<file path="src/mfifo_settings.svh">
/* Build-time sizes for the shared multi-FIFO
   The depth should be a power of two and the FIFO count at least two */

`ifndef MFIFO_SETTINGS_SVH
`define MFIFO_SETTINGS_SVH

// Number of logical FIFOs sharing the storage
`define MFIFO_NUM_FIFOS 2

// Total entries in the shared data RAM and in the pointer RAM
`define MFIFO_DEPTH 8

// Bits in one data word
`define MFIFO_WIDTH 8

`endif

</file>
<file path="src/mfifoPkg.sv">
/* Types shared by all blocks of the multi-FIFO, sized from the settings header */

`default_nettype none

`include "mfifo_settings.svh"

package mfifoPkg;

  // A single FIFO still gets a one bit id so the port never has zero width
  localparam int FifoIdWidth = (`MFIFO_NUM_FIFOS > 1) ? $clog2(`MFIFO_NUM_FIFOS) : 1;
  localparam int AddrWidth   = $clog2(`MFIFO_DEPTH);
  // Counts run from zero up to the full depth inclusive
  localparam int CountWidth  = $clog2(`MFIFO_DEPTH + 1);

  typedef logic [FifoIdWidth-1:0]  fifoIdT;
  typedef logic [AddrWidth-1:0]    addrT;
  typedef logic [`MFIFO_WIDTH-1:0] dataT;
  typedef logic [CountWidth-1:0]   countT;

endpackage

`default_nettype wire

</file>
<file path="src/flopRam.sv">
/* Flop array with one write port and a zero-latency read port
   Contents are not reset, so reads of unwritten entries return X */

`timescale 1ns/10ps
`default_nettype none

`include "mfifo_settings.svh"

module flopRam #(
  parameter type payloadT = mfifoPkg::dataT
) (
  input  wire logic           clk,
  input  wire logic           rst,
  input  wire logic           wrValid,
  input  wire mfifoPkg::addrT wrAddr,
  input  wire payloadT        wrData,
  input  wire mfifoPkg::addrT rdAddr,
  output payloadT             rdData
);

  // One word per shared storage entry
  payloadT mem [`MFIFO_DEPTH];

  // Write lands at the clock edge
  always_ff @(posedge clk) begin
    if (wrValid) begin
      mem[wrAddr] <= wrData;
    end
  end

  // Read is purely combinational so a write is seen only after its edge
  assign rdData = mem[rdAddr];

  // An unknown write address would corrupt an entry owned by another FIFO
  wrAddrKnown: assert property (@(posedge clk) disable iff (rst)
    wrValid |-> !$isunknown(wrAddr));

endmodule

`default_nettype wire

</file>
<file path="config.mk">
export PLATFORM = sky130hd
export DESIGN_NAME = flopRam
export DESIGN_NICKNAME = d
export VERILOG_FILES = /design/src/mfifoPkg.sv /design/src/flopRam.sv
export VERILOG_INCLUDE_DIRS = /design/src
export SDC_FILE = /design/constraint.sdc
export NUM_CORES = 1
export LEC_CHECK = 0
export ABC_CLOCK_PERIOD_IN_PS = 2700
export BUFFER_PORTS_ARGS = -buffer_cell sky130_fd_sc_hd__buf_4
export CAP_MARGIN = 30
export CORE_AREA = 8 8 95 97
export DETAILED_ROUTE_END_ITERATION = 10
export DIE_AREA = 0 0 103 105
export SETUP_SLACK_MARGIN = 0.5
export SLEW_MARGIN = 0
export SYNTH_ARGS = -nofsm -noshare
export SYNTH_HDL_FRONTEND = slang
export SYNTH_SLANG_ARGS = --single-unit
</file>
<file path="constraint.sdc">
create_clock -name clk -period 2.7 [get_ports clk]
set_input_delay 0.54 -clock clk [delete_from_list [all_inputs] [get_ports clk]]
set_output_delay 0.54 -clock clk [all_outputs]
set_load 0.01 [all_outputs]
</file>
==> flow_summary_export.csv <==
group,metric,value,unit
outcome,outcome,"finished, final reports clean",
final_layout,stdcell_area,3060,um2
timing,hold-worst-slack,0.440,ns
placed_design,gp_congestion,0.653,
logic_synthesis,yosysSeqAreaShare,0.759,
worst_setup_path,cp-end-kind,"output pin",
power,power,2.04,mW
worst_setup_path,critPathMaxStageDelay,0.54,ns
logic_synthesis,yosys_warnings,0,
floorplanning,io_pins,25,
placed_design,postPlaceCellArea,2850,um2
logic_synthesis,ys.flop_type,"edfxtp_1",
timing,hold_violations,0,
logic_synthesis,syn_area_per_cell,23.9,um2
worst_setup_path,worst_ep_required_time,2.16,ns
drt,dr.pass1.iters,4,
logic_synthesis,yosysTopAreaCellShare,0.759,
timing,finalSetupViolCount,0,
hold_path,min_path_type,"input pin to register",
final_layout,fin_nets,161,
clock_network,cts_max_level,3,
drt,drt_iter0_markers,57,
worst_setup_path,arrival,1.64,ns
final_layout,diodes,0,
timing,final-max-slew-violation-count,0,
floorplanning,dieArea,10800,um2
logic_synthesis,synth_area,2530,um2
flow_run,cap_viol_max_count,0,
drt,num_vias,1137,
global_route,grt_pass1_wl,6980,um
logic_synthesis,ys_top_cells_by_area,"edfxtp_1 (76%), mux4_1 (16%), mux2_2 (3.6%)",
placed_design,dp_hpwl,2800,um
timing,tightestPinTransition,0.237,ns
logic_synthesis,synthAdderAreaFrac,0,
clock_network,hold_buffers,0,
timing,grt_setup_unrepaired,"no",
power,leakage,1.03,nW
power,clkPwrFrac,0.371,
logic_synthesis,synthMuxAreaShare,0.200,
logic_synthesis,synthesis.nets,123,
logic_synthesis,synth_top_family_by_area,"multiplexers",
logic_synthesis,yosys-top-cells-count,"edfxtp_1 (64), mux4_1 (15), mux2_2 (8)",
drt,drc,0,
power,swShare,0.203,
power,seqPwrFrac,0.556,
timing,min_period,2.18,ns
worst_setup_path,cp_max_fo,8,
final_layout,drive_above_1_share,0.423,
final_layout,area_growth,20.7,%
power,switching_power,0.413,mW
drt,wirelength,4630,um
logic_synthesis,synth_cells,106,
clock_network,path_clk_slew,0.07,ns
logic_synthesis,synth.distinct_cells,13,
power,power.density,667,nW/um2
timing,period_share,0.806,
global_route,antenna_found_initial,0,
global_route,grt_pass1_vias,1265,
final_layout,largest_register_ffs,64,
clock_network,cts_max_path_buffers,2,
floorplanning,core,7530,um2
logic_synthesis,synthArstFlopShare,0,
clock_network,cts_root_buffer,"clkbuf_8",
timing,fin_tns_setup,0,ns
power,vdd_drop_max,0.243,mV
placed_design,port_buffers,23,
global_route,grt_max_degree,17,
logic_synthesis,synth_edf_count,64,
worst_setup_path,crit_path_top_delay_cell,"mux4_1",
logic_synthesis,ys_ff_latch,64,
floorplanning,die_h,105,um
floorplanning,start_util,0.336,
logic_synthesis,synth_compound_area_frac,0,
final_layout,regMostFlops,"mem",
drt,viasPerCell,4.53,
clock_network,clock_sinks,64,
logic_synthesis,synth_most_common_cell,"edfxtp_1",
power,internal_power,1.63,mW
timing,fmax,459,MHz
clock_network,cts_buffers,9,
worst_setup_path,critical_path_class,"input pin to output pin",
worst_setup_path,cp_cell_sequence,"buf_16 -> mux4_1 -> mux2_2 -> buf_4",
global_route,grt_usage,0.0918,
clock_network,cts_setup_buffers,0,
timing,timing.slew.headroom,0.842,
worst_setup_path,startpoint_type,"input pin",
global_route,grt_overflow,0,
clock_network,cts_tree,"yes",
logic_synthesis,synth-xor-area-share,0,
floorplanning,die_w,103,um
power,pwr-share-comb,0.074,
drt,wl_per_cell,18.4,um
floorplanning,std_cell_rows,32,
final_layout,top_regs,"mem (64)",
logic_synthesis,synth_top_cell_by_area,"edfxtp_1",
drt,drtAntennaViolNets,0,
logic_synthesis,synthSimpleGateAreaFrac,0.0232,
[routing by layer]
metal	GRT usage	wire length, um	up-vias
li1	-	-	526
met5	0	0	-
met4	0.0465	70	0
met1	0.109	2000	579
met3	0.0319	268	5
met2	0.143	2280	27
[path summary, 6_finish.rpt]
kind  startpoint        end  cells past startpoint
min    wrData[5]  mem[5][5]                      1
max    rdAddr[0]  rdData[4]                      4
[power groups by stage]
stage	clock network [mW]	registers (mW)	logic, mW
after floorplan	0	1.15	0.0762
after global placement	0	1.15	0.137
after detailed placement	0	1.15	0.140
after CTS	0.776	1.13	0.151
after global routing	0.807	1.14	0.161
final	0.755	1.13	0.150
[worst max-delay path: cells and delay by family]
kind                   cells  cell delay (ns)
multiplexers               2             0.83
buffers and inverters      2             0.27
[through the flow]
| step | std cells | setup slack [ns] | utilization |
|---|---|---|---|
| 4_1_cts | 251 | 0.506 | 0.408 |
| 6_report | 251 | 0.524 | 0.406 |
| 2_1_floorplan | 106 | 0.557 | - |
| 3_3_place_gp | 234 | 0.338 | 0.378 |
| 5_1_grt | 251 | 0.500 | 0.406 |
| 3_5_place_dp | 234 | 0.304 | 0.378 |
[layout make-up]
class                      count  area, um2
clock buffer                   9        124
multi-input combinational     37        539
tap                          102        128
timing repair buffer          32        280
sequential                    64       1920
clock inverter                 7       62.6
fill                         698       4470
[cells by family after synthesis]
kind of cell,Yosys count
simple gates,13
flops,64
mux,24
buf+inv,5
[cells in the final DEF, fill, tap and decap left out, drive strengths merged, types with 2 or more instances in the layout]
master / instances
clkbuf: 9
mux2: 8
buf: 32
nand2: 2
mux4: 16
nor2: 6
clkinvlp: 2
clkinv: 4
edfxtp: 64
nor3: 2
nand2b: 3
[what timing repair did]
action                     in CTS  in global routing
setup endpoints to repair       8                  4
cloned                          1                  0
gates resized for setup         9                  5
Note: power is estimated with default switching activity, not from simulation.
