`src/mfifo_settings.svh`:
```
/* Build-time sizes for the shared multi-FIFO
   The depth should be a power of two and the FIFO count at least two */

`ifndef MFIFO_SETTINGS_SVH
`define MFIFO_SETTINGS_SVH

// Number of logical FIFOs sharing the storage
`define MFIFO_NUM_FIFOS 2

// Total entries in the shared data RAM and in the pointer RAM
`define MFIFO_DEPTH 8

// Bits in one data word
`define MFIFO_WIDTH 8

`endif

```
`src/mfifoPkg.sv`:
```
/* Types shared by all blocks of the multi-FIFO, sized from the settings header */

`default_nettype none

`include "mfifo_settings.svh"

package mfifoPkg;

  // A single FIFO still gets a one bit id so the port never has zero width
  localparam int FifoIdWidth = (`MFIFO_NUM_FIFOS > 1) ? $clog2(`MFIFO_NUM_FIFOS) : 1;
  localparam int AddrWidth   = $clog2(`MFIFO_DEPTH);
  // Counts run from zero up to the full depth inclusive
  localparam int CountWidth  = $clog2(`MFIFO_DEPTH + 1);

  typedef logic [FifoIdWidth-1:0]  fifoIdT;
  typedef logic [AddrWidth-1:0]    addrT;
  typedef logic [`MFIFO_WIDTH-1:0] dataT;
  typedef logic [CountWidth-1:0]   countT;

endpackage

`default_nettype wire

```
`src/freeList.sv`:
```
/* Tracks which shared entries are free, offering the lowest one
   Allocation relies on the credit protocol and is never refused */

`timescale 1ns/10ps
`default_nettype none

`include "mfifo_settings.svh"

module freeList (
  input  wire logic           clk,
  input  wire logic           rst,
  input  wire logic           pushValid,
  input  wire logic           refillValid,
  input  wire mfifoPkg::addrT refillAddr,
  output mfifoPkg::addrT      allocAddr,
  output logic                pushFull
);

  // One bit per storage entry, set while the entry is free
  logic [`MFIFO_DEPTH-1:0] freeMask;

  // Priority encoder, the lowest set bit wins
  always_comb begin
    allocAddr = '0;
    for (int i = `MFIFO_DEPTH - 1; i >= 0; i--) begin
      if (freeMask[i]) begin
        allocAddr = mfifoPkg::addrT'(i);
      end
    end
  end

  assign pushFull = (freeMask == '0);

  // The released entry is in use, so it never equals allocAddr in the same cycle
  always_ff @(posedge clk) begin
    if (rst) begin
      freeMask <= '1;
    end else begin
      if (refillValid) begin
        freeMask[refillAddr] <= 1'b1;
      end
      if (pushValid) begin
        freeMask[allocAddr] <= 1'b0;
      end
    end
  end

  // A push with nothing free means the sender overran its credits
  noAllocWhenFull: assert property (@(posedge clk) disable iff (rst)
    pushValid |-> !pushFull);

  // Releasing a free entry means a linked list went out of step with storage
  noDoubleFree: assert property (@(posedge clk) disable iff (rst)
    refillValid |-> !freeMask[refillAddr]);

endmodule

`default_nettype wire

```
`config.mk`:
```
export PLATFORM = sky130hd
export DESIGN_NAME = freeList
export DESIGN_NICKNAME = d
export VERILOG_FILES = /design/src/mfifoPkg.sv /design/src/freeList.sv
export VERILOG_INCLUDE_DIRS = /design/src
export SDC_FILE = /design/constraint.sdc
export NUM_CORES = 1
export LEC_CHECK = 0
export BUFFER_PORTS_ARGS = -buffer_cell sky130_fd_sc_hd__buf_2
export CAP_MARGIN = 0
export CORE_UTILIZATION = 37
export CTS_CLUSTER_DIAMETER = 150
export CTS_CLUSTER_SIZE = 40
export DETAILED_ROUTE_END_ITERATION = 8
export SKIP_LAST_GASP = 1
export SLEW_MARGIN = 20
export SYNTH_ARGS = -nofsm -noshare
export SYNTH_HDL_FRONTEND = slang
export SYNTH_SLANG_ARGS = --single-unit
```
`constraint.sdc`:
```
create_clock -name clk -period 2.23 [get_ports clk]
set_clock_uncertainty 0.2 [all_clocks]
set_input_delay 0.1115 -clock clk [delete_from_list [all_inputs] [get_ports clk]]
set_output_delay 0.1115 -clock clk [all_outputs]
set_load 0.01 [all_outputs]
```
==> metrics.md <==
| Metric | Value |
|---|---|
| Syn Inst Count | `55` |
| Most frequent cell after synthesis | `dfxtp_1` |
| Total of warnings raised by yosys | `0` |
| Max stage delay on crit path | `0.41 ns` |
| P_leak | `0.223 nW` |
| Largest register by flop count | `freeMask` |
| Final Util | `0.521` |
| Drt wl/cell | `13.2 um` |
| FF+latch area | `160 um^2` |
| Core area | `1170 um^2` |
| Largest net degree at the start of global routing | `10` |
| Synth Flop Type | `dfxtp_1` |
| Detailed Routing Iterations Pass 1 | `4` |
| DRC | `0` |
| Final hold viol count | `0` |
| Setup_tns | `0 ns` |
| Yosys cell types | `28` |
| Cells along the critical path | `nor2b_1 > o21bai_1 > and2_1 > inv_2 > buf_2` |
| Syn avg cell area | `8.92 um^2` |
| Hold Crit Start | `refillAddr[2]` |
| Required time of the worst setup path | `1.92 ns` |
| # clock sinks | `8` |
| PortBufs | `10` |
| Via-to-Cell Ratio | `5.89` |
| Antenna cells | `0` |
| Die Wd | `38.4 um` |
| Mapped Area | `490 um^2` |
| Die Height | `38.4 um` |
| Min Hold Slack | `0.0382 ns` |
| Cells on Worst Hold Path | `3` |
| Startpoint type of the worst setup path | `register` |
| GP Congestion | `0.829` |
| Async SR Flop Fraction | `0` |
| Vias | `501` |
| 1st-iter DRT viols | `12` |
| VDD IR max | `0.342 mV` |
| Nets | `80` |
| Slew headroom | `0.737` |
| Top delay family on crit path | `flip-flops` |
| Share of the synthesized area in the top cell type | `0.327` |
| Setup violators final | `0` |
| Crit Path Category | `register to output pin` |
| Vias in the first global route | `444` |
| Initial antenna violation count | `0` |
| Starting density of the core | `0.419` |
| R2r setup slk | `0.52 ns` |
| CP endpoint | `allocAddr[0]` |
| Register-to-Register Path Depth | `4` |
| CTS buffer count | `3` |
| First-pass GRT wire length | `1950 um` |
| GRT Total Usage | `0.201` |
| Post-cts resize count | `0` |
| Slowest cell on crit path | `dfxtp_1` |
| Top post-synthesis cells by area | `dfxtp_1 (33%), nor2b_1 (6.4%), a31oi_1 (5.1%)` |
| Number of synthesized flops with an enable pin | `0` |
| H-tree Lvls | `1` |
| Final Cycle Share | `0.797` |
| Worst-skew pair later-pin latency | `0.26 ns` |
| R2R Path Start | `freeMask[7]` |
| MaxCap Viol Count | `0` |
| Worst setup path startpoint | `freeMask[2]` |
| Top post-synthesis cells by count | `dfxtp_1 (8), nor2b_1 (5), a21oi_1 (4), a31oi_1 (4)` |
| Final global-route overflow total | `0` |
| Multi-input logic area | `327 um^2` |
| R2r endpoint | `freeMask[3]` |
| Outcome | `finished, final reports clean` |
| Max FFs per register | `8` |
| # rows | `12` |
| Fmax | `0.563 GHz` |
| Final Slew Violations | `0` |
| Max Buffers Root-to-Sink | `2` |
| Clock Tree Root | `clkbuf_4` |
| Layout area overhead | `24.5%` |
| CP Max Fanout | `5` |
| Layout cells sized above 1 | `0.282` |
| WL final | `1130 um` |
| Bufs and invs on worst path | `2` |
| Post-Syn Nets | `62` |
| Post-synth top area cell | `dfxtp_1` |
| RSZ-0062 raised after global routing | `no` |
| Arrival @ worst endpoint | `1.47 ns` |
| Fillers | `113` |
| Routed Antenna Nets | `0` |
| Hold WC Path Type | `primary input to register` |
| FF+latch count, synth | `8` |
| Share of the yosys chip area belonging to registers | `0.327` |
| Worst-Margin Slew | `0.391 ns` |
| CTS clk-pin slew, worst paths | `0.06 ns` |
| Crit. End Element | `output pin` |
| Io pins | `11` |
| DIE AREA | `1480 um^2` |
| Biggest regs | `freeMask (8)` |
| Crit path time final | `1.78 ns` |
| Stages on worst setup path | `5` |
| Power per cell area | `519 nW/um^2` |
| TritonCTS clock tree | `built` |
==> area by class of cell <==
| cell class | count | area share |
|---|---|---|
| Clock buffer | 3 | 0.0369 |
| Inverter | 1 | 0.00615 |
| Timing Repair Buffer | 13 | 0.131 |
| Multi-Input combinational cell | 46 | 0.535 |
| Tap cell | 14 | 0.0287 |
| Sequential cell | 8 | 0.262 |
==> metrics by stage <==
stage / total power, mW / area, um^2 / setup slack [ns] / std cells
floorplan: 0.181 / 490 / 0.599 / 55
global placement: 0.202 / 558 / 0.514 / 79
detailed placement: 0.201 / 558 / 0.531 / 79
CTS: 0.323 / 601 / 0.444 / 84
global route: 0.338 / 611 / 0.330 / 85
finish: 0.317 / 611 / 0.453 / 85
==> metal layers <==
metal | GRT usage | vias to the layer above | part of all wire
met5 | 0 | - | 0
met4 | 0.0776 | 0 | 0.0098
met3 | 0.105 | 2 | 0.069
met2 | 0.288 | 17 | 0.41
met1 | 0.253 | 234 | 0.51
li1 | - | 248 | -
==> worst min path at each step <==
stage                   to  slack [ns]
2_1_floorplan  freeMask[4]        0.01
3_3_place_gp   freeMask[4]        0.24
3_5_place_dp   freeMask[4]        0.24
4_1_cts        freeMask[5]       0.001
5_1_grt        freeMask[7]        0.09
6_report       freeMask[7]        0.04
==> cells in the final DEF, fill, tap and decap left out, types with 2 or more instances in the layout <==
master	Yosys	layout
dfxtp_1	8	8
a31oi_1	4	4
nor2b_1	5	5
o32a_1	2	2
or2_1	3	3
o21bai_1	3	3
a21oi_1	4	4
nand2_1	2	2
nor3_1	2	2
o21ai_1	2	2
nor2_1	3	3
buf_2	0	10
dlygate4sd3_1	0	3
clkbuf_4	0	3
==> worst min-delay path, cell delays in order <==
cell      delay, ns
buf_2          0.13
a41oi_1        0.10
o21bai_1       0.11
==> timing repair <==
| action | CTS | global route |
|---|---|---|
| hold buffers | 2 | 1 |
| endpoints found under the hold margin | 4 | 1 |
| buffers inserted | 0 | 0 |
==> logic make-up after synthesis <==
| logic type | Yosys count | share of synthesized area |
|---|---|---|
| buffers and inverters | 1 | 0.00765 |
| AO/OA/AOI/OAI | 21 | 0.306 |
| AND/OR/NAND/NOR | 25 | 0.360 |
| flip-flops | 8 | 0.327 |
==> power by group <==
group          internal [mW]  switching (mW)
sequential             0.148         0.00622
combinational         0.0222          0.0260
clock                 0.0619          0.0529
total                  0.232          0.0852
(Power assumes the default switching activity.)
