File: src/mfifo_settings.svh
/* Build-time sizes for the shared multi-FIFO
   The depth should be a power of two and the FIFO count at least two */

`ifndef MFIFO_SETTINGS_SVH
`define MFIFO_SETTINGS_SVH

// Number of logical FIFOs sharing the storage
`define MFIFO_NUM_FIFOS 2

// Total entries in the shared data RAM and in the pointer RAM
`define MFIFO_DEPTH 8

// Bits in one data word
`define MFIFO_WIDTH 8

`endif

File: src/mfifoPkg.sv
/* Types shared by all blocks of the multi-FIFO, sized from the settings header */

`default_nettype none

`include "mfifo_settings.svh"

package mfifoPkg;

  // A single FIFO still gets a one bit id so the port never has zero width
  localparam int FifoIdWidth = (`MFIFO_NUM_FIFOS > 1) ? $clog2(`MFIFO_NUM_FIFOS) : 1;
  localparam int AddrWidth   = $clog2(`MFIFO_DEPTH);
  // Counts run from zero up to the full depth inclusive
  localparam int CountWidth  = $clog2(`MFIFO_DEPTH + 1);

  typedef logic [FifoIdWidth-1:0]  fifoIdT;
  typedef logic [AddrWidth-1:0]    addrT;
  typedef logic [`MFIFO_WIDTH-1:0] dataT;
  typedef logic [CountWidth-1:0]   countT;

endpackage

`default_nettype wire

File: src/pushCreditReceiver.sv
/* Returns push credits to the sender, at most one per cycle
   The sender must start with zero credits and may push only with one in hand */

`timescale 1ns/10ps
`default_nettype none

`include "mfifo_settings.svh"

module pushCreditReceiver (
  input  wire logic clk,
  input  wire logic rst,
  input  wire logic pushValid,
  input  wire logic pushCreditStall,
  input  wire logic refillValid,
  output logic      pushCredit
);

  // Credits the receiver still has to hand back
  mfifoPkg::countT owed;
  // Model of the credits the sender currently holds
  mfifoPkg::countT senderCredit;
  logic            sendNow;

  // A pulse goes out whenever something is owed and the sender is not stalling
  assign sendNow = !pushCreditStall && (owed != '0);

  // Every free storage entry starts out as an owed credit
  always_ff @(posedge clk) begin
    if (rst) begin
      owed       <= mfifoPkg::countT'(`MFIFO_DEPTH);
      pushCredit <= 1'b0;
    end else begin
      // A refill frees an entry and a pulse hands one back
      owed       <= owed + mfifoPkg::countT'(refillValid) - mfifoPkg::countT'(sendNow);
      pushCredit <= sendNow;
    end
  end

  // Sender side bookkeeping, only used for checking
  always_ff @(posedge clk) begin
    if (rst) begin
      senderCredit <= '0;
    end else begin
      senderCredit <= senderCredit + mfifoPkg::countT'(pushCredit)
                      - mfifoPkg::countT'(pushValid);
    end
  end

  // A credit arriving in the same cycle may be spent right away
  pushWithinCredit: assert property (@(posedge clk) disable iff (rst)
    pushValid |-> (senderCredit != '0) || pushCredit);

  // Credits in flight can never exceed the storage depth
  creditBounded: assert property (@(posedge clk) disable iff (rst)
    (owed + senderCredit) <= mfifoPkg::countT'(`MFIFO_DEPTH));

endmodule

`default_nettype wire

File: config.mk
export PLATFORM = sky130hd
export DESIGN_NAME = pushCreditReceiver
export DESIGN_NICKNAME = d
export VERILOG_FILES = /design/src/mfifoPkg.sv /design/src/pushCreditReceiver.sv
export VERILOG_INCLUDE_DIRS = /design/src
export SDC_FILE = /design/constraint.sdc
export NUM_CORES = 1
export LEC_CHECK = 0
export ABC_AREA = 1
export BUFFER_PORTS_ARGS = -buffer_cell sky130_fd_sc_hd__buf_4
export CAP_MARGIN = 25
export CORE_AREA = 2 2 39 41
export CTS_CLUSTER_DIAMETER = 100
export DETAILED_ROUTE_END_ITERATION = 10
export DIE_AREA = 0 0 41 43
export GPL_ROUTABILITY_DRIVEN = 0
export MAX_ROUTING_LAYER = met4
export PLACE_DENSITY = 0.43
export SLEW_MARGIN = 5
export SYNTH_ARGS = -nofsm -noshare
export SYNTH_HDL_FRONTEND = slang
export SYNTH_SLANG_ARGS = --single-unit
File: constraint.sdc
create_clock -name clk -period 3.4 [get_ports clk]
set_clock_uncertainty 0.05 [all_clocks]
set_input_delay 0.51 -clock clk [delete_from_list [all_inputs] [get_ports clk]]
set_output_delay 0.51 -clock clk [all_outputs]
set_load 0.1 [all_outputs]
==> results list <==
- Final Instance Count excl. Fillers: 60
- In this run the number of H-tree levels came out at 1.
- The number of gates resized after CTS was 0.
* Diodes inserted: 0
- Dividing the synthesized area by the synthesized cell count gives 8.48 um2.
* Cells after Synth: 36
- Among all stages on the critical path, the largest delay is contributed by fa_1.
* Setup repair after global routing missed its margin: false
- Drt first-iter violations: 4
- Setup Viol. Count Final: 0
* Type of the tightest min-delay check: input port to flip-flop
* Maximum fanout count along the critical path: 2
- Die Outline Area: between 0.0015 and 0.002 mm2
- The count of buffers added on input and output ports is 4.
- Remaining DRCs: 0
* Slew margin rel.: 81.7%
- Dividing total power by cell area gives a power density of 889 mW/mm2.
* Worst setup path category: flip-flop to flip-flop
- Residual antenna-violating net count after detailed routing: 0
* Crit path capture type: flip-flop
* Cell Rows: 14
- During I/O placement, the number of pins put on the boundary was 6.
- Setup slack closes at 1.44 ns.
* Grt total ovfl: 0
- Summed over its instances, the top area cell type makes up 32.8% of the synthesized netlist area.
* Cell chosen for the clock root: clkbuf_4
- DR top layer: met3
- The number of global-route vias before repair was 256.
* Most common cell after layout, fill and taps aside: inv_1
* Worst hold-check slack: slightly above 0.4 ns
* Syn Nets: 47
* Sequential Power Share: 26.9%
- The HPWL after detailed placement is 425 um.
- Buffer depth of the longest clock path: 2
- Leading cell types in the layout, fill and taps excluded: inv_1 (11), ha_1 (5), dfxtp_1 (5)
- Main area contributors after synthesis: dfxtp_1 (33%), ha_1 (20%), inv_1 (14%)
- Wires add up to between 500 and 600 um.
* Latest clock arrival within the worst-skew pair: 0.24 ns
- Compared with the post-synthesis result, the final layout area differs by 25.0%.
* Total met2 wirelength after detailed routing: 248 um
* Wire length on met3: 16 um
* Max-slew violation count: 0
* Number of buffers inserted for hold repair after clock tree synthesis: 0
- In this run the static leakage power is 0.202 nW.
* Share of cells above drive strength 1: 22.7%
- The initial utilization of the core area, before any placement, comes to between 20% and 30%.
- Critical path cell sequence: inv_1 > ha_1 > a21oi_2 > ha_1 > inv_1 > ha_1 > inv_1 > fa_1 > xor2_1 > nor2_1
* Cell variety after synth: 12
- The tool flagged a number of max-cap violations equal to 0.
- Ys Warns: 0
- CTS clk-pin slew, worst paths: roughly 0.040 ns
- Summed over all failing endpoints, the final setup total negative slack is 0 ns.
- After detailed routing, the average wire length per cell comes to approximately 8.4 um.
- After layout, the design draws a total of 0.000339 W.
* Max stage delay on crit path: 0.37 ns
- The critical path contains buffers and inverters numbering 3 combined.
- Share of the clock period used by the worst path after layout: 57.6%
- Per report_power, the combinational group accounts for 53.0% of the total.
- Vias per cell: 3.95
- DIE WIDTH: ~40 um
* Routed length on met1: 236 um
* Hold Fails Final Rpt: 0
- Initial antenna violation count: 0
* Status: finished, final reports clean
* Net switching power of the design: 0.000139 W
- Across all layers, the routed design uses between 200 and 250 vias.
- For the worst setup path, the data required time is 3.48 ns.
* Pin slew with the least headroom to its limit: 0.277 ns
* Minimum clock period: 1.96 ns
* Number of instances in the placed design: 56
* Maximum vdd ir drop: ~0.31 mV
- Cell internal power was estimated by the tool at 0.000200 W.
- The clock net in this run drives a total of 5 sinks.
- Overall fraction of global-route tracks in use: 8.36%
- Buffer count from post-CTS setup fixing: 0
- Sequential area share after synthesis: 32.8%
- Clock tree from TritonCTS: yes
* Final net count: 56
- The multi-input combinational cells in the finished layout cover a total of 164 um2.
* Synth Register Bits: 5
* Reg area: 100 um2
- The first detailed-routing pass took 3 iterations.
* Top delay family on crit path: adder cells
* Startpoint type of the worst setup path: flip-flop
- Fill cells: ~160
- Relative contribution of the clock network to total power: 20.1%
* Total core area: 0.00138 mm2
* Cell accounting for the most synthesized area: dfxtp_1
- Arrival time at the worst endpoint: 2.04 ns
- Prior to clock tree synthesis, the placed netlist has a worst setup slack of 1.39 ns.
- The first global-routing pass estimated 931 um of wire.
- Pin count of the biggest net entering global routing: 5
- Net switching is 41.0% of the power.
- Post-synthesis instance area: 305 um2
- From bottom edge to top edge, the die measures approximately 43 um.
* Total clock buffers created by CTS: 3
- Max Clk Rate: just over 500 MHz
[synth_stat cells]
cell type  count
fa_1           1
inv_1         11
nand3_1        2
a21oi_2        1
nand2_1        2
and2_1         1
nand3_2        2
ha_1           5
xor2_1         1
nor2_1         4
a21oi_1        1
dfxtp_1        5
[final timing paths]
path | start | to | slack [ns] | cells past startpoint
min | rst | owed[0] | 0.40 | 2
max | owed[2] | owed[2] | 1.44 | 10
min reg2reg | owed[3] | owed[3] | 0.57 | 4
max reg2reg | owed[2] | owed[2] | 1.44 | 10
[stage by stage]
stage / util, % / instance area [um2]
after global routing: 27.6 / 382
after CTS: 27.6 / 382
after global placement: 25.7 / 355
final: 27.6 / 382
after floorplan: - / 305
after detailed placement: 25.7 / 355
[sequential cells by signal, summed over array words and instances (netlist names)]
| register | cells |
|---|---|
| owed | 4 |
| pushCredit | 1 |
[routing by layer]
metal  up-vias  GRT usage, %
li1        125             -
met1       109          8.77
met2         3          12.2
met3         0          6.28
met4         0          2.00
met5         -             -
[power groups by stage]
stage	registers [W]	logic [W]	clock network, W
after floorplan	0.000102	0.000136	0
after CTS	0.0000919	0.000184	0.0000722
after global placement	0.0000923	0.000180	0
after global routing	0.0000946	0.000216	0.0000749
after detailed placement	0.0000930	0.000184	0
final	0.0000913	0.000180	0.0000681
[kinds of logic (layout without fill, tap and decap cells)]
| logic type | count (synthesis) | after routing | synth area share, % |
|---|---|---|---|
| buffers and inverters | 11 | 19 | 13.5 |
| and+or+nand+nor | 11 | 11 | 19.3 |
| AOI/OAI and AO/OA | 2 | 2 | 4.51 |
| DFF | 5 | 5 | 32.8 |
| xor gates and xnor gates | 1 | 1 | 2.87 |
| adders and majority gates | 6 | 6 | 27.0 |
[final cells by class]
class / instances / area share, %
Multi-Input combinational cell: 20 / 43.0
Sequential cell: 5 / 26.2
Clock buffer: 4 / 6.89
Timing Repair Buffer: 4 / 7.87
Inverter: 11 / 10.8
Tap cell: 16 / 5.25
No activity file was read; power rests on OpenSTA's default activity.
