--- src/mfifo_settings.svh ---
/* Build-time sizes for the shared multi-FIFO
   The depth should be a power of two and the FIFO count at least two */

`ifndef MFIFO_SETTINGS_SVH
`define MFIFO_SETTINGS_SVH

// Number of logical FIFOs sharing the storage
`define MFIFO_NUM_FIFOS 2

// Total entries in the shared data RAM and in the pointer RAM
`define MFIFO_DEPTH 8

// Bits in one data word
`define MFIFO_WIDTH 8

`endif

--- src/mfifoPkg.sv ---
/* Types shared by all blocks of the multi-FIFO, sized from the settings header */

`default_nettype none

`include "mfifo_settings.svh"

package mfifoPkg;

  // A single FIFO still gets a one bit id so the port never has zero width
  localparam int FifoIdWidth = (`MFIFO_NUM_FIFOS > 1) ? $clog2(`MFIFO_NUM_FIFOS) : 1;
  localparam int AddrWidth   = $clog2(`MFIFO_DEPTH);
  // Counts run from zero up to the full depth inclusive
  localparam int CountWidth  = $clog2(`MFIFO_DEPTH + 1);

  typedef logic [FifoIdWidth-1:0]  fifoIdT;
  typedef logic [AddrWidth-1:0]    addrT;
  typedef logic [`MFIFO_WIDTH-1:0] dataT;
  typedef logic [CountWidth-1:0]   countT;

endpackage

`default_nettype wire

--- src/popStaging.sv ---
/* One output register per logical FIFO feeding its valid/ready pop port
   A refill is only accepted into a slot that is empty or popping this cycle */

`timescale 1ns/10ps
`default_nettype none

`include "mfifo_settings.svh"

module popStaging (
  input  wire logic                            clk,
  input  wire logic                            rst,
  input  wire logic                            refillValid,
  input  wire mfifoPkg::fifoIdT                refillFifoId,
  input  wire mfifoPkg::dataT                  refillData,
  input  wire logic [`MFIFO_NUM_FIFOS-1:0]     popReady,
  output logic [`MFIFO_NUM_FIFOS-1:0]          popValid,
  output mfifoPkg::dataT [`MFIFO_NUM_FIFOS-1:0] popData,
  output logic [`MFIFO_NUM_FIFOS-1:0]          stageFree
);

  // Slot can take a word at this edge if it is empty or draining now
  always_comb begin
    for (int i = 0; i < `MFIFO_NUM_FIFOS; i++) begin
      stageFree[i] = !popValid[i] || popReady[i];
    end
  end

  // Valid bits
  always_ff @(posedge clk) begin
    if (rst) begin
      popValid <= '0;
    end else begin
      for (int i = 0; i < `MFIFO_NUM_FIFOS; i++) begin
        // A refill wins over a pop in the same cycle
        if (refillValid && refillFifoId == mfifoPkg::fifoIdT'(i)) begin
          popValid[i] <= 1'b1;
        end else if (popReady[i]) begin
          popValid[i] <= 1'b0;
        end
      end
    end
  end

  // Data registers hold while popReady is low
  always_ff @(posedge clk) begin
    for (int i = 0; i < `MFIFO_NUM_FIFOS; i++) begin
      if (refillValid && refillFifoId == mfifoPkg::fifoIdT'(i)) begin
        popData[i] <= refillData;
      end
    end
  end

  // Overwriting a held word would drop it and leak its credit
  noRefillOverwrite: assert property (@(posedge clk) disable iff (rst)
    refillValid |-> (!popValid[refillFifoId] || popReady[refillFifoId]));

endmodule

`default_nettype wire

--- config.mk ---
export PLATFORM = sky130hd
export DESIGN_NAME = popStaging
export DESIGN_NICKNAME = d
export VERILOG_FILES = /design/src/mfifoPkg.sv /design/src/popStaging.sv
export VERILOG_INCLUDE_DIRS = /design/src
export SDC_FILE = /design/constraint.sdc
export NUM_CORES = 1
export LEC_CHECK = 0
export BUFFER_PORTS_ARGS = -buffer_cell sky130_fd_sc_hd__buf_2
export CAP_MARGIN = 40
export CORE_MARGIN = 2
export CORE_UTILIZATION = 40
export CTS_CLUSTER_DIAMETER = 120
export DETAILED_ROUTE_END_ITERATION = 8
export GPL_TIMING_DRIVEN = 0
export PLACE_DENSITY = 0.85
export SLEW_MARGIN = 10
export SYNTH_ARGS = -nofsm -noshare
export SYNTH_HDL_FRONTEND = slang
export SYNTH_SLANG_ARGS = --single-unit
--- constraint.sdc ---
create_clock -name clk -period 2.3 [get_ports clk]
set_clock_uncertainty 0.05 [all_clocks]
set_input_delay 0.46 -clock clk [delete_from_list [all_inputs] [get_ports clk]]
set_output_delay 0.46 -clock clk [all_outputs]
set_load 0.05 [all_outputs]
==> results.md, run 1 <==
* Fin. max-slew vios at 0
* Die ar. at 1750 um2
* Sequential power share at 58.5%
* Cell Area, Synth at 572 um2
* Ys Warns at 0
* Worst setup margin at 0.823 ns
* Die width at 41.8 um
* Root buf cell: clkbuf_4
* Post-Place Setup Slack at 0.861 ns
* Grt ovf at 0
* Simple-Gate Fraction of Synth Area at 5.25%
* Number of DRC markers in iteration 0 at 6
* Clk_lat worst skew at 0.28 ns
* Clock Tree Buf Depth at 2
* Clk slew on worst S/H paths at 0.09 ns
* WHS Endpoint: popValid[0]
* Seq/Total Area, Yosys at 91.0%
* R2R cell count at 2
* Routability Congestion at 0.592
* Initial Util at 43.4%
* Synth area leader: edfxtp_1
* CP max stage delay at 0.32 ns
* Yosys top cell area share at 84.0%
* WL per Instance at 12.2 um
* CP Depth at 2
* Core Region at 1320 um2
* Slew @ Worst Pin at 0.313 ns
* Final hold violations at 0
* Mapped Avg Cell Area at 22.0 um2
* First-pass GRT wire length at 1.55 mm
* Die extent in y at 41.8 um
* Synth Area in Compound Gates at 2.41%
* VDD IR max at 483 uV
* Mapped Cells at 26
* Post-synth EDFFs at 16
* CTS hold repair buffers at 0
* Worst Setup End Kind: output port
* Final WL at 952 um
* Cell with the most instances after synthesis: edfxtp_1
* Critical path class: flop to output port
* CP max stage cell: dfxtp_1
* # diodes at 0
* Post-CTS Setup Inserts at 0
* Via Count at 345
* Fin crit share at 64.2%
* PortBufs at 33
* GRT Total Usage at 12.0%
* Max transition margin at 79.1%
* CP Data Required Time at 1.79 ns
* Netlist cell types at 8
* Static leakage at 0.343 nW
* Psw at 0.000190 W
* Crit path cell chain: nand2b_1 -> buf_2
* Fraction of synthesized area in multiplexers at 0%
* Post-synth top flop: edfxtp_1
* Internal at 0.000467 W
* Min-delay worst type: input pin to flop
* Area growth syn-to-layout at 36.8%
* Max Cap Violations at 0
* Share of cells above drive strength 1 at 60.3%
* Final Core Density at 59.4%
* Final net count at 78
* Initial antenna violation count at 0
* FF-to-FF Start: popValid[1]
* Max FO, Critical Path at 2
* Final min period at 1.48 ns
* Syn_nets at 40
* Cts repair resizes at 0
* Synth area leaders: edfxtp_1 84%, dfxtp_1 7.0%, nand2b_4 2.4%
* PD cells at 840 nW/um2
* Final setup vio count at 0
* Reg-to-reg endpoint: popValid[1]
* First drt pass iteration count at 2
* FF+latch count, synth at 18
* Top cells by count, synth: 16 x edfxtp_1, 2 x dfxtp_1, 2 x inv_1, 2 x nand2b_1
* Logic pwr share at 18.5%
* Sw Ratio at 29.0%
* R2R setup slack at 1.63 ns
* Main combinational cell family by area after synthesis: simple AND/OR/NAND/NOR gates
* Clock Sinks at 18
* Family with the most delay on the worst path: flip-flops
* RSZ-0062 raised after global routing: no
* Final ANT Viol Nets at 0
* CTS tree: yes
* Ys async rst share at 0%
* Arrival @ worst endpoint at 0.97 ns
* Synthesized-area fraction occupied by adder cells at 0%
* Synth Area in XOR/XNOR at 0%
* Max Fclk at 677 MHz
* Status: completed
* Min-delay src: rst
* Clock power frac at 23.0%
* # rows at 13
* # DRC at 0
* Vias in the first global route at 346
* Layout fillers at 112
* Num ports at 34
* CTS Buf Count at 3
* CP Launch Type: flop
* Worst Hold Path Cells at 2
* Total number of H-tree levels at 1
* Pin count of the biggest net entering global routing at 11
* Post-Route Setup TNS at 0 ns
* Avg Vias per Cell at 4.42
* Worst Path Buf+Inv at 1
[cell families after synthesis]
| logic type | count (synthesis) |
|---|---|
| buffers and inverters | 2 |
| DFF | 18 |
| AOI/OAI and AO/OA | 2 |
| and+or+nand+nor | 4 |
[flip-flops by register name (all words and copies together), names as in the netlist]
register	flops
popData	16
popValid	2
[layout make-up]
cell class              instances  area [um2]  share of cell area, %
multi-input cells               6        43.8                   5.60
well taps                      15        18.8                   2.40
inverters                       2        7.51                  0.960
clock inverters                 1        3.75                  0.480
clock buffers                   3        22.5                   2.88
flip-flops and latches         18         520                   66.6
repair buffers                 33         165                   21.1
[power by group through the flow]
stage                     Sequential [W]  Combinational (W)  Clock (W)
after CTS                       0.000385           0.000123   0.000155
after floorplan                 0.000467          0.0000133          0
after detailed placement        0.000392           0.000123          0
final                           0.000384           0.000122   0.000151
after global routing            0.000387           0.000127   0.000171
after global placement          0.000391           0.000121          0
[worst max path at each step]
stage	to	slack (ns)	from
global placement	stageFree[0]	0.87	popReady[0]
global route	stageFree[0]	0.79	popValid[0]
CTS	stageFree[0]	0.81	popValid[0]
detailed placement	stageFree[0]	0.86	popReady[0]
floorplan	stageFree[0]	0.73	popValid[0]
finish	stageFree[0]	0.82	popValid[0]
[layer usage]
metal | vias up | GRT usage, % | wire length, um | part of all wire, %
li1 | 169 | - | - | -
met2 | 23 | 20.6 | 487 | 51
met1 | 153 | 14.6 | 365 | 38
met3 | 0 | 3.04 | 99 | 10
met5 | - | 0 | 0 | 0
met4 | 0 | 3.87 | 0 | 0
[placed cells by master (no fill, tap or decap), drive strengths merged]
cell type and count:
inv 2, a21oi 2, clkbuf 3, dfxtp 2, buf 33, clkinv 1, nand2b 3, nand2 1
edfxtp 16
[metrics by stage]
| stage | total power, W | hold WS, ns | instances | instance area, um2 |
|---|---|---|---|---|
| floorplan | 0.000480 | 0.472 | 26 | 572 |
| global placement | 0.000512 | 0.432 | 74 | 756 |
| detailed placement | 0.000515 | 0.436 | 74 | 756 |
| CTS | 0.000663 | 0.286 | 78 | 782 |
| global route | 0.000684 | 0.292 | 78 | 782 |
| finish | 0.000657 | 0.294 | 78 | 782 |
(Power assumes the default switching activity.)
==> run 2: changes to the inputs <==
--- a/config.mk
+++ b/config.mk
@@ -6,6 +6,7 @@
 export SDC_FILE = /design/constraint.sdc
 export NUM_CORES = 1
 export LEC_CHECK = 0
+export ABC_AREA = 1
 export BUFFER_PORTS_ARGS = -buffer_cell sky130_fd_sc_hd__buf_2
 export CAP_MARGIN = 40
 export CORE_MARGIN = 2
==> constraint.sdc (replaced) <==
create_clock -name clk -period 1.36 [get_ports clk]
set_clock_uncertainty 0.05 [all_clocks]
set_input_delay 0.272 -clock clk [delete_from_list [all_inputs] [get_ports clk]]
set_output_delay 0.272 -clock clk [all_outputs]
set_load 0.05 [all_outputs]
==> results.md, run 2 <==
* Area growth syn-to-layout at 36.4% (was 36.8%)
* Psw at 0.000313 W (was 0.000190 W)
* Fin. max-slew vios at 0 (unchanged)
* Fin area at 783 um2 (was 782 um2)
* Core Region at 1320 um2 (unchanged)
* Clock power frac at 21.9% (was 23.0%)
* CTS tree: yes (unchanged)
* Max Fclk at 787 MHz
* Layer with the highest usage: met2 (unchanged)
* # DRC at 0 (unchanged)
* # diodes at 0 (unchanged)
* Die width at 41.9 um (was 41.8 um)
* Critical path class: flop to output port (unchanged)
* Placed Cells at 77 (was 74)
* CP Data Required Time at 1.04 ns (was 1.79 ns)
* FF+latch count, synth at 18 (unchanged)
* Netlist cell types at 6 (was 8)
* Cell Area, Synth at 574 um2 (was 572 um2)
* Cell with the most instances after synthesis: edfxtp_1 (unchanged)
* Share of cells above drive strength 1 at 61.5% (was 60.3%)
* WL per Instance at 12.4 um (was 12.2 um)
* GRT Total Usage at 11.8% (was 12.0%)
* CTS Buf Count at 3 (unchanged)
* Ys async rst share at 0% (unchanged)
* Final ANT Viol Nets at 0 (unchanged)
* Post-Route Setup TNS at 0 ns (unchanged)
* Die ar. at 1750 um2 (about the same)
* Ys Warns at 0 (unchanged)
* Total number of H-tree levels at 1 (unchanged)
* Clk_lat worst skew at 0.28 ns (about the same)
* Final std cells w/o fill at 80 (was 78)
* Post-CTS Setup Inserts at 0 (unchanged)
* Logic pwr share at 18.9% (was 18.5%)
* Yosys top cell area share at 83.7% (was 84.0%)
* CTS hold repair buffers at 0 (unchanged)
* Slew @ Worst Pin at 0.337 ns (was 0.313 ns)
* Fin crit share at 93.4%
* Final hold violations at 0 (unchanged)
* Most frequent cells in the layout: 33 x buf_2, 16 x edfxtp_1, 5 x inv_1 (was 33 x buf_2, 16 x edfxtp_1, 3 x clkbuf_4)
* Post-synth top flop: edfxtp_1 (unchanged)
* Clock Sinks at 18 (unchanged)
* Clk slew on worst S/H paths at 0.09 ns (about the same)
* VDD IR max at 814 uV (was 483 uV)
* Synth area leader: edfxtp_1 (unchanged)
* Initial Util at 43.6% (was 43.4%)
* Routability Congestion at 0.675 (was 0.592)
* Syn_nets at 43 (was 40)
* Final net count at 81 (was 78)
* Vias in the first global route at 338 (was 346)
* Max Cap Violations at 0 (unchanged)
* First drt pass iteration count at 3 (was 2)
* Initial antenna violation count at 0 (unchanged)
* Arrival @ worst endpoint at 0.95 ns (was 0.97 ns)
* Clock Tree Buf Depth at 2 (unchanged)
* Mapped Avg Cell Area at 19.8 um2 (was 22.0 um2)
* Top cells by count, synth: 16 x edfxtp_1, 5 x inv_1, 3 x nand2_1, 2 x a21oi_2, 2 x dfxtp_1 (was 16 x edfxtp_1, 2 x dfxtp_1, 2 x inv_1, 2 x nand2b_1)
* Post-synth EDFFs at 16 (unchanged)
* Sw Ratio at 28.5% (was 29.0%)
* First-pass GRT wire length at 1.50 mm (was 1.55 mm)
* Final min period at 1.27 ns
* Root buf cell: clkbuf_4 (unchanged)
* Commonest non-fill, non-tap cell in the layout: buf_2 (unchanged)
* Max reg flops at 16 (unchanged)
* Number of DRC markers in iteration 0 at 3 (was 6)
* Placed inst area at 761 um2 (was 756 um2)
* Grt ovf at 0 (unchanged)
* Seq/Total Area, Yosys at 90.6% (was 91.0%)
* Final WL at 990 um (was 952 um)
* Min-delay worst type: input pin to flop (unchanged)
* Layout fillers at 105 (was 112)
* Via Count at 364 (was 345)
* Avg Vias per Cell at 4.55 (was 4.42)
* Status: completed (unchanged)
* Pin count of the biggest net entering global routing at 10 (was 11)
* DP Wirelength at 771 um
* Num ports at 34 (unchanged)
* Final setup vio count at 0 (unchanged)
* Static leakage at 0.352 nW (was 0.343 nW)
* PD cells at 1400 nW/um2 (was 840 nW/um2)
* Die extent in y at 41.9 um (was 41.8 um)
* Biggest register: popData (unchanged)
* GR Util met1 at 14.5% (was 14.6%)
* Internal at 0.000785 W (was 0.000467 W)
* Mapped Cells at 29 (was 26)
* Met2 Track Usage GR at 19.7% (was 20.6%)
* Met3 Use GR at 2.61% (was 3.04%)
* Synth area leaders: edfxtp_1 84%, dfxtp_1 7.0%, inv_1 3.3% (was edfxtp_1 84%, dfxtp_1 7.0%, nand2b_4 2.4%)
* # rows at 13 (unchanged)
* RSZ-0062 raised after global routing: no (unchanged)
* Max FO, Critical Path at 2 (unchanged)
* Worst Setup End Kind: output port (unchanged)
* R2R setup slack at 0.71 ns (was 1.63 ns)
* Sequential power share at 59.2% (was 58.5%)
* Cts repair resizes at 0 (unchanged)
* CP Launch Type: flop (unchanged)
* Final Total Pwr at 0.00110 W (was 0.000657 W)
* Max transition margin at 77.5% (was 79.1%)
* PortBufs at 33 (unchanged)
* Top flop regs: popData (16), popValid (2) (unchanged)
## run 2: cell types whose count changed after synthesis, sizes merged
cell,before,now
inv,2,5
nand2,1,4
nand2b,3,0
## run 2: final timing paths
check,from,to,cells past startpoint
worst min-delay path,rst,popValid[0],2
worst max-delay path,popValid[1],stageFree[1],2
worst max register to register,popValid[0],popValid[0],2
worst min register to register,popValid[0],popValid[0],2
## run 2: layout make-up
| cell class | count | area, um2 | area share, % |
|---|---|---|---|
| Timing Repair Buffer | 33 | 165 | 21.1 |
| Tap cell | 15 | 18.8 | 2.40 |
| Sequential cell | 18 | 520 | 66.5 |
| Inverter | 5 | 18.8 | 2.40 |
| Clock buffer | 3 | 22.5 | 2.88 |
| Multi-Input combinational cell | 6 | 37.5 | 4.79 |
## run 2: logic make-up after synthesis
kind of cell    count (synthesis)  synth area share, %
compound gates                  2                 3.05
buf+inv                         5                 3.27
flops                          18                 90.6
simple gates                    4                 3.05
## run 2: worst max-delay path: stages, from the launching register on
cell	delay (ns)
dfxtp_1	0.34
nand2_2	0.08
buf_2	0.26
## run 2: routing by layer
layer  routed length (um)  part of all wire, %
met1                  390                   39
met2                  511                   52
met3                   88                  8.9
met4                    0                    0
met5                    0                    0
## run 2: power groups by stage
stage | logic (W) | registers, W | clock network [W]
detailed placement | 0.000209 | 0.000663 | 0
finish | 0.000207 | 0.000650 | 0.000241
CTS | 0.000209 | 0.000651 | 0.000246
global route | 0.000215 | 0.000655 | 0.000268
global placement | 0.000206 | 0.000660 | 0
floorplan | 0.0000232 | 0.000789 | 0
## run 2: stage by stage
stage,util [%],hold slack (ns),setup slack (ns)
5_1_grt,59.4,0.112,0.0500
3_3_place_gp,57.7,0.411,0.230
6_report,59.4,0.119,0.0897
2_1_floorplan,-,0.284,0.109
3_5_place_dp,57.7,0.413,0.202
4_1_cts,59.4,0.116,0.0865
==> run 3: changes to the inputs <==
==> constraint.sdc (replaced) <==
create_clock -name clk -period 1.36 [get_ports clk]
set_clock_uncertainty 0.05 [all_clocks]
set_input_delay 0.272 -clock clk [delete_from_list [all_inputs] [get_ports clk]]
set_output_delay 0.272 -clock clk [all_outputs]
set_load 0.02 [all_outputs]
==> results.md, run 3 (synthesis results as in run 2) <==
* Status: completed (unchanged)
* Final ANT Viol Nets at 0 (unchanged)
* First-pass GRT wire length at 1.44 mm (was 1.50 mm)
* Vias in the first global route at 321 (was 338)
* Clk slew on worst S/H paths at 0.09 ns (about the same)
* Final Total Pwr at 0.00101 W (was 0.00110 W)
* Routability Congestion at 0.691 (was 0.675)
* Internal at 0.000784 W (was 0.000785 W)
* Num ports at 34 (unchanged)
* Min-delay worst type: input pin to flop (unchanged)
* Fin. max-slew vios at 0 (unchanged)
* Initial Util at 43.6% (unchanged)
* Total number of H-tree levels at 1 (unchanged)
* PD cells at 1290 nW/um2 (was 1400 nW/um2)
* Critical path class: flop to output port (unchanged)
* Final WL at 926 um (was 990 um)
* Max FO, Critical Path at 2 (unchanged)
* CTS tree: yes (unchanged)
* Area growth syn-to-layout at 35.9% (was 36.4%)
* Max reg flops at 16 (unchanged)
* Via Count at 342 (was 364)
* Core Region at 1320 um2 (unchanged)
* Post-CTS Setup Inserts at 0 (unchanged)
* Layout fillers at 96 (was 105)
* WL per Instance at 11.6 um (was 12.4 um)
* Initial antenna violation count at 0 (unchanged)
* RSZ-0062 raised after global routing: no (unchanged)
* Avg Vias per Cell at 4.28 (was 4.55)
* Die ar. at 1750 um2 (unchanged)
* CP Launch Type: flop (unchanged)
* Max Cap Violations at 0 (unchanged)
* Max transition margin at 78.8% (was 77.5%)
* Post-Place Setup Slack at 0.209 ns (was 0.202 ns)
* Worst Setup End Kind: output port (unchanged)
* Final setup vio count at 0 (unchanged)
* First drt pass iteration count at 2 (was 3)
* Clk_lat worst skew at 0.27 ns (was 0.28 ns)
* Sequential power share at 64.3% (was 59.2%)
* Commonest non-fill, non-tap cell in the layout: buf_2 (unchanged)
* Worst setup margin at 0.188 ns (was 0.0897 ns)
* Static leakage at 0.351 nW (was 0.352 nW)
* Top flop regs: popData (16), popValid (2) (unchanged)
* Biggest register: popData (unchanged)
* Clock Tree Buf Depth at 2 (unchanged)
* # diodes at 0 (unchanged)
* Final min period at 1.17 ns (was 1.27 ns)
* Arrival @ worst endpoint at 0.85 ns (was 0.95 ns)
* CP Data Required Time at 1.04 ns (about the same)
* Final hold violations at 0 (unchanged)
* Psw at 0.000224 W (was 0.000313 W)
* GRT Total Usage at 10.8% (was 11.8%)
* Clock power frac at 23.4% (was 21.9%)
* Pin count of the biggest net entering global routing at 10 (unchanged)
* Fin crit share at 86.2% (was 93.4%)
* Grt ovf at 0 (unchanged)
* Cts repair resizes at 0 (unchanged)
* Share of cells above drive strength 1 at 60.0% (was 61.5%)
* # DRC at 0 (unchanged)
* Logic pwr share at 12.2% (was 18.9%)
* Slew @ Worst Pin at 0.318 ns (was 0.337 ns)
* # rows at 13 (unchanged)
* Die width at 41.9 um (unchanged)
* Max Fclk at 853 MHz (was 787 MHz)
* Final Core Density at 59.3% (was 59.4%)
* Most frequent cells in the layout: 33 x buf_2, 16 x edfxtp_1, 5 x inv_1 (unchanged)
* CTS Buf Count at 3 (unchanged)
* DP Wirelength at 747 um (was 771 um)
* CTS hold repair buffers at 0 (unchanged)
* Number of DRC markers in iteration 0 at 3 (unchanged)
* Final net count at 81 (unchanged)
* VDD IR max at 686 uV (was 814 uV)
* PortBufs at 33 (unchanged)
* Post-Route Setup TNS at 0 ns (unchanged)
* Clock Sinks at 18 (unchanged)
* Sw Ratio at 22.2% (was 28.5%)
* Root buf cell: clkbuf_4 (unchanged)
* Die extent in y at 41.9 um (unchanged)
[run 3: cell count changes in the layout (fill, tap and decap cells not counted)]
| cell | previous run | this run |
|---|---|---|
| nand2_2 | 2 | 1 |
| nand2_1 | 2 | 3 |
[run 3: through the flow]
stage               instance area, um2  hold slack, ns  cells
finish                             781           0.124     80
global route                       781           0.114     80
CTS                                781           0.118     80
detailed placement                 758           0.415     77
global placement                   758           0.411     77
floorplan                          574           0.284     29
[run 3: worst paths after layout]
path	startpoint	end	slack, ns	cells after the start
setup / recovery	popValid[0]	stageFree[0]	0.19	2
hold reg to reg	popValid[0]	popValid[0]	0.44	2
setup reg to reg	popValid[0]	popValid[0]	0.71	2
hold / removal	rst	popValid[1]	0.12	2
[run 3: layout make-up]
class / count / area [um2] / share of cell area, %
inverters: 5 / 18.8 / 2.40
multi-input cells: 6 / 35.0 / 4.49
well taps: 15 / 18.8 / 2.40
clock buffers: 3 / 22.5 / 2.88
repair buffers: 33 / 165 / 21.2
flip-flops and latches: 18 / 520 / 66.7
[run 3: power groups by stage]
stage               sequential, W  clock [W]  combinational (W)
floorplan                0.000710          0          0.0000180
global placement         0.000661          0           0.000122
detailed placement       0.000661          0           0.000125
CTS                      0.000649   0.000243           0.000125
global route             0.000652   0.000271           0.000132
finish                   0.000648   0.000236           0.000123
[run 3: metal layers]
layer | GRT usage, % | share of wire [%] | up-vias
met5 | 0 | 0 | -
met4 | 1.94 | 0 | 0
met3 | 3.04 | 7.6 | 0
met2 | 18.1 | 52 | 16
met1 | 14.0 | 41 | 152
li1 | - | - | 174
[run 3: critical path, stage by stage, from the launching register on]
cell and delay [ns]:
dfxtp_1 0.36, nand2_2 0.07, buf_2 0.15
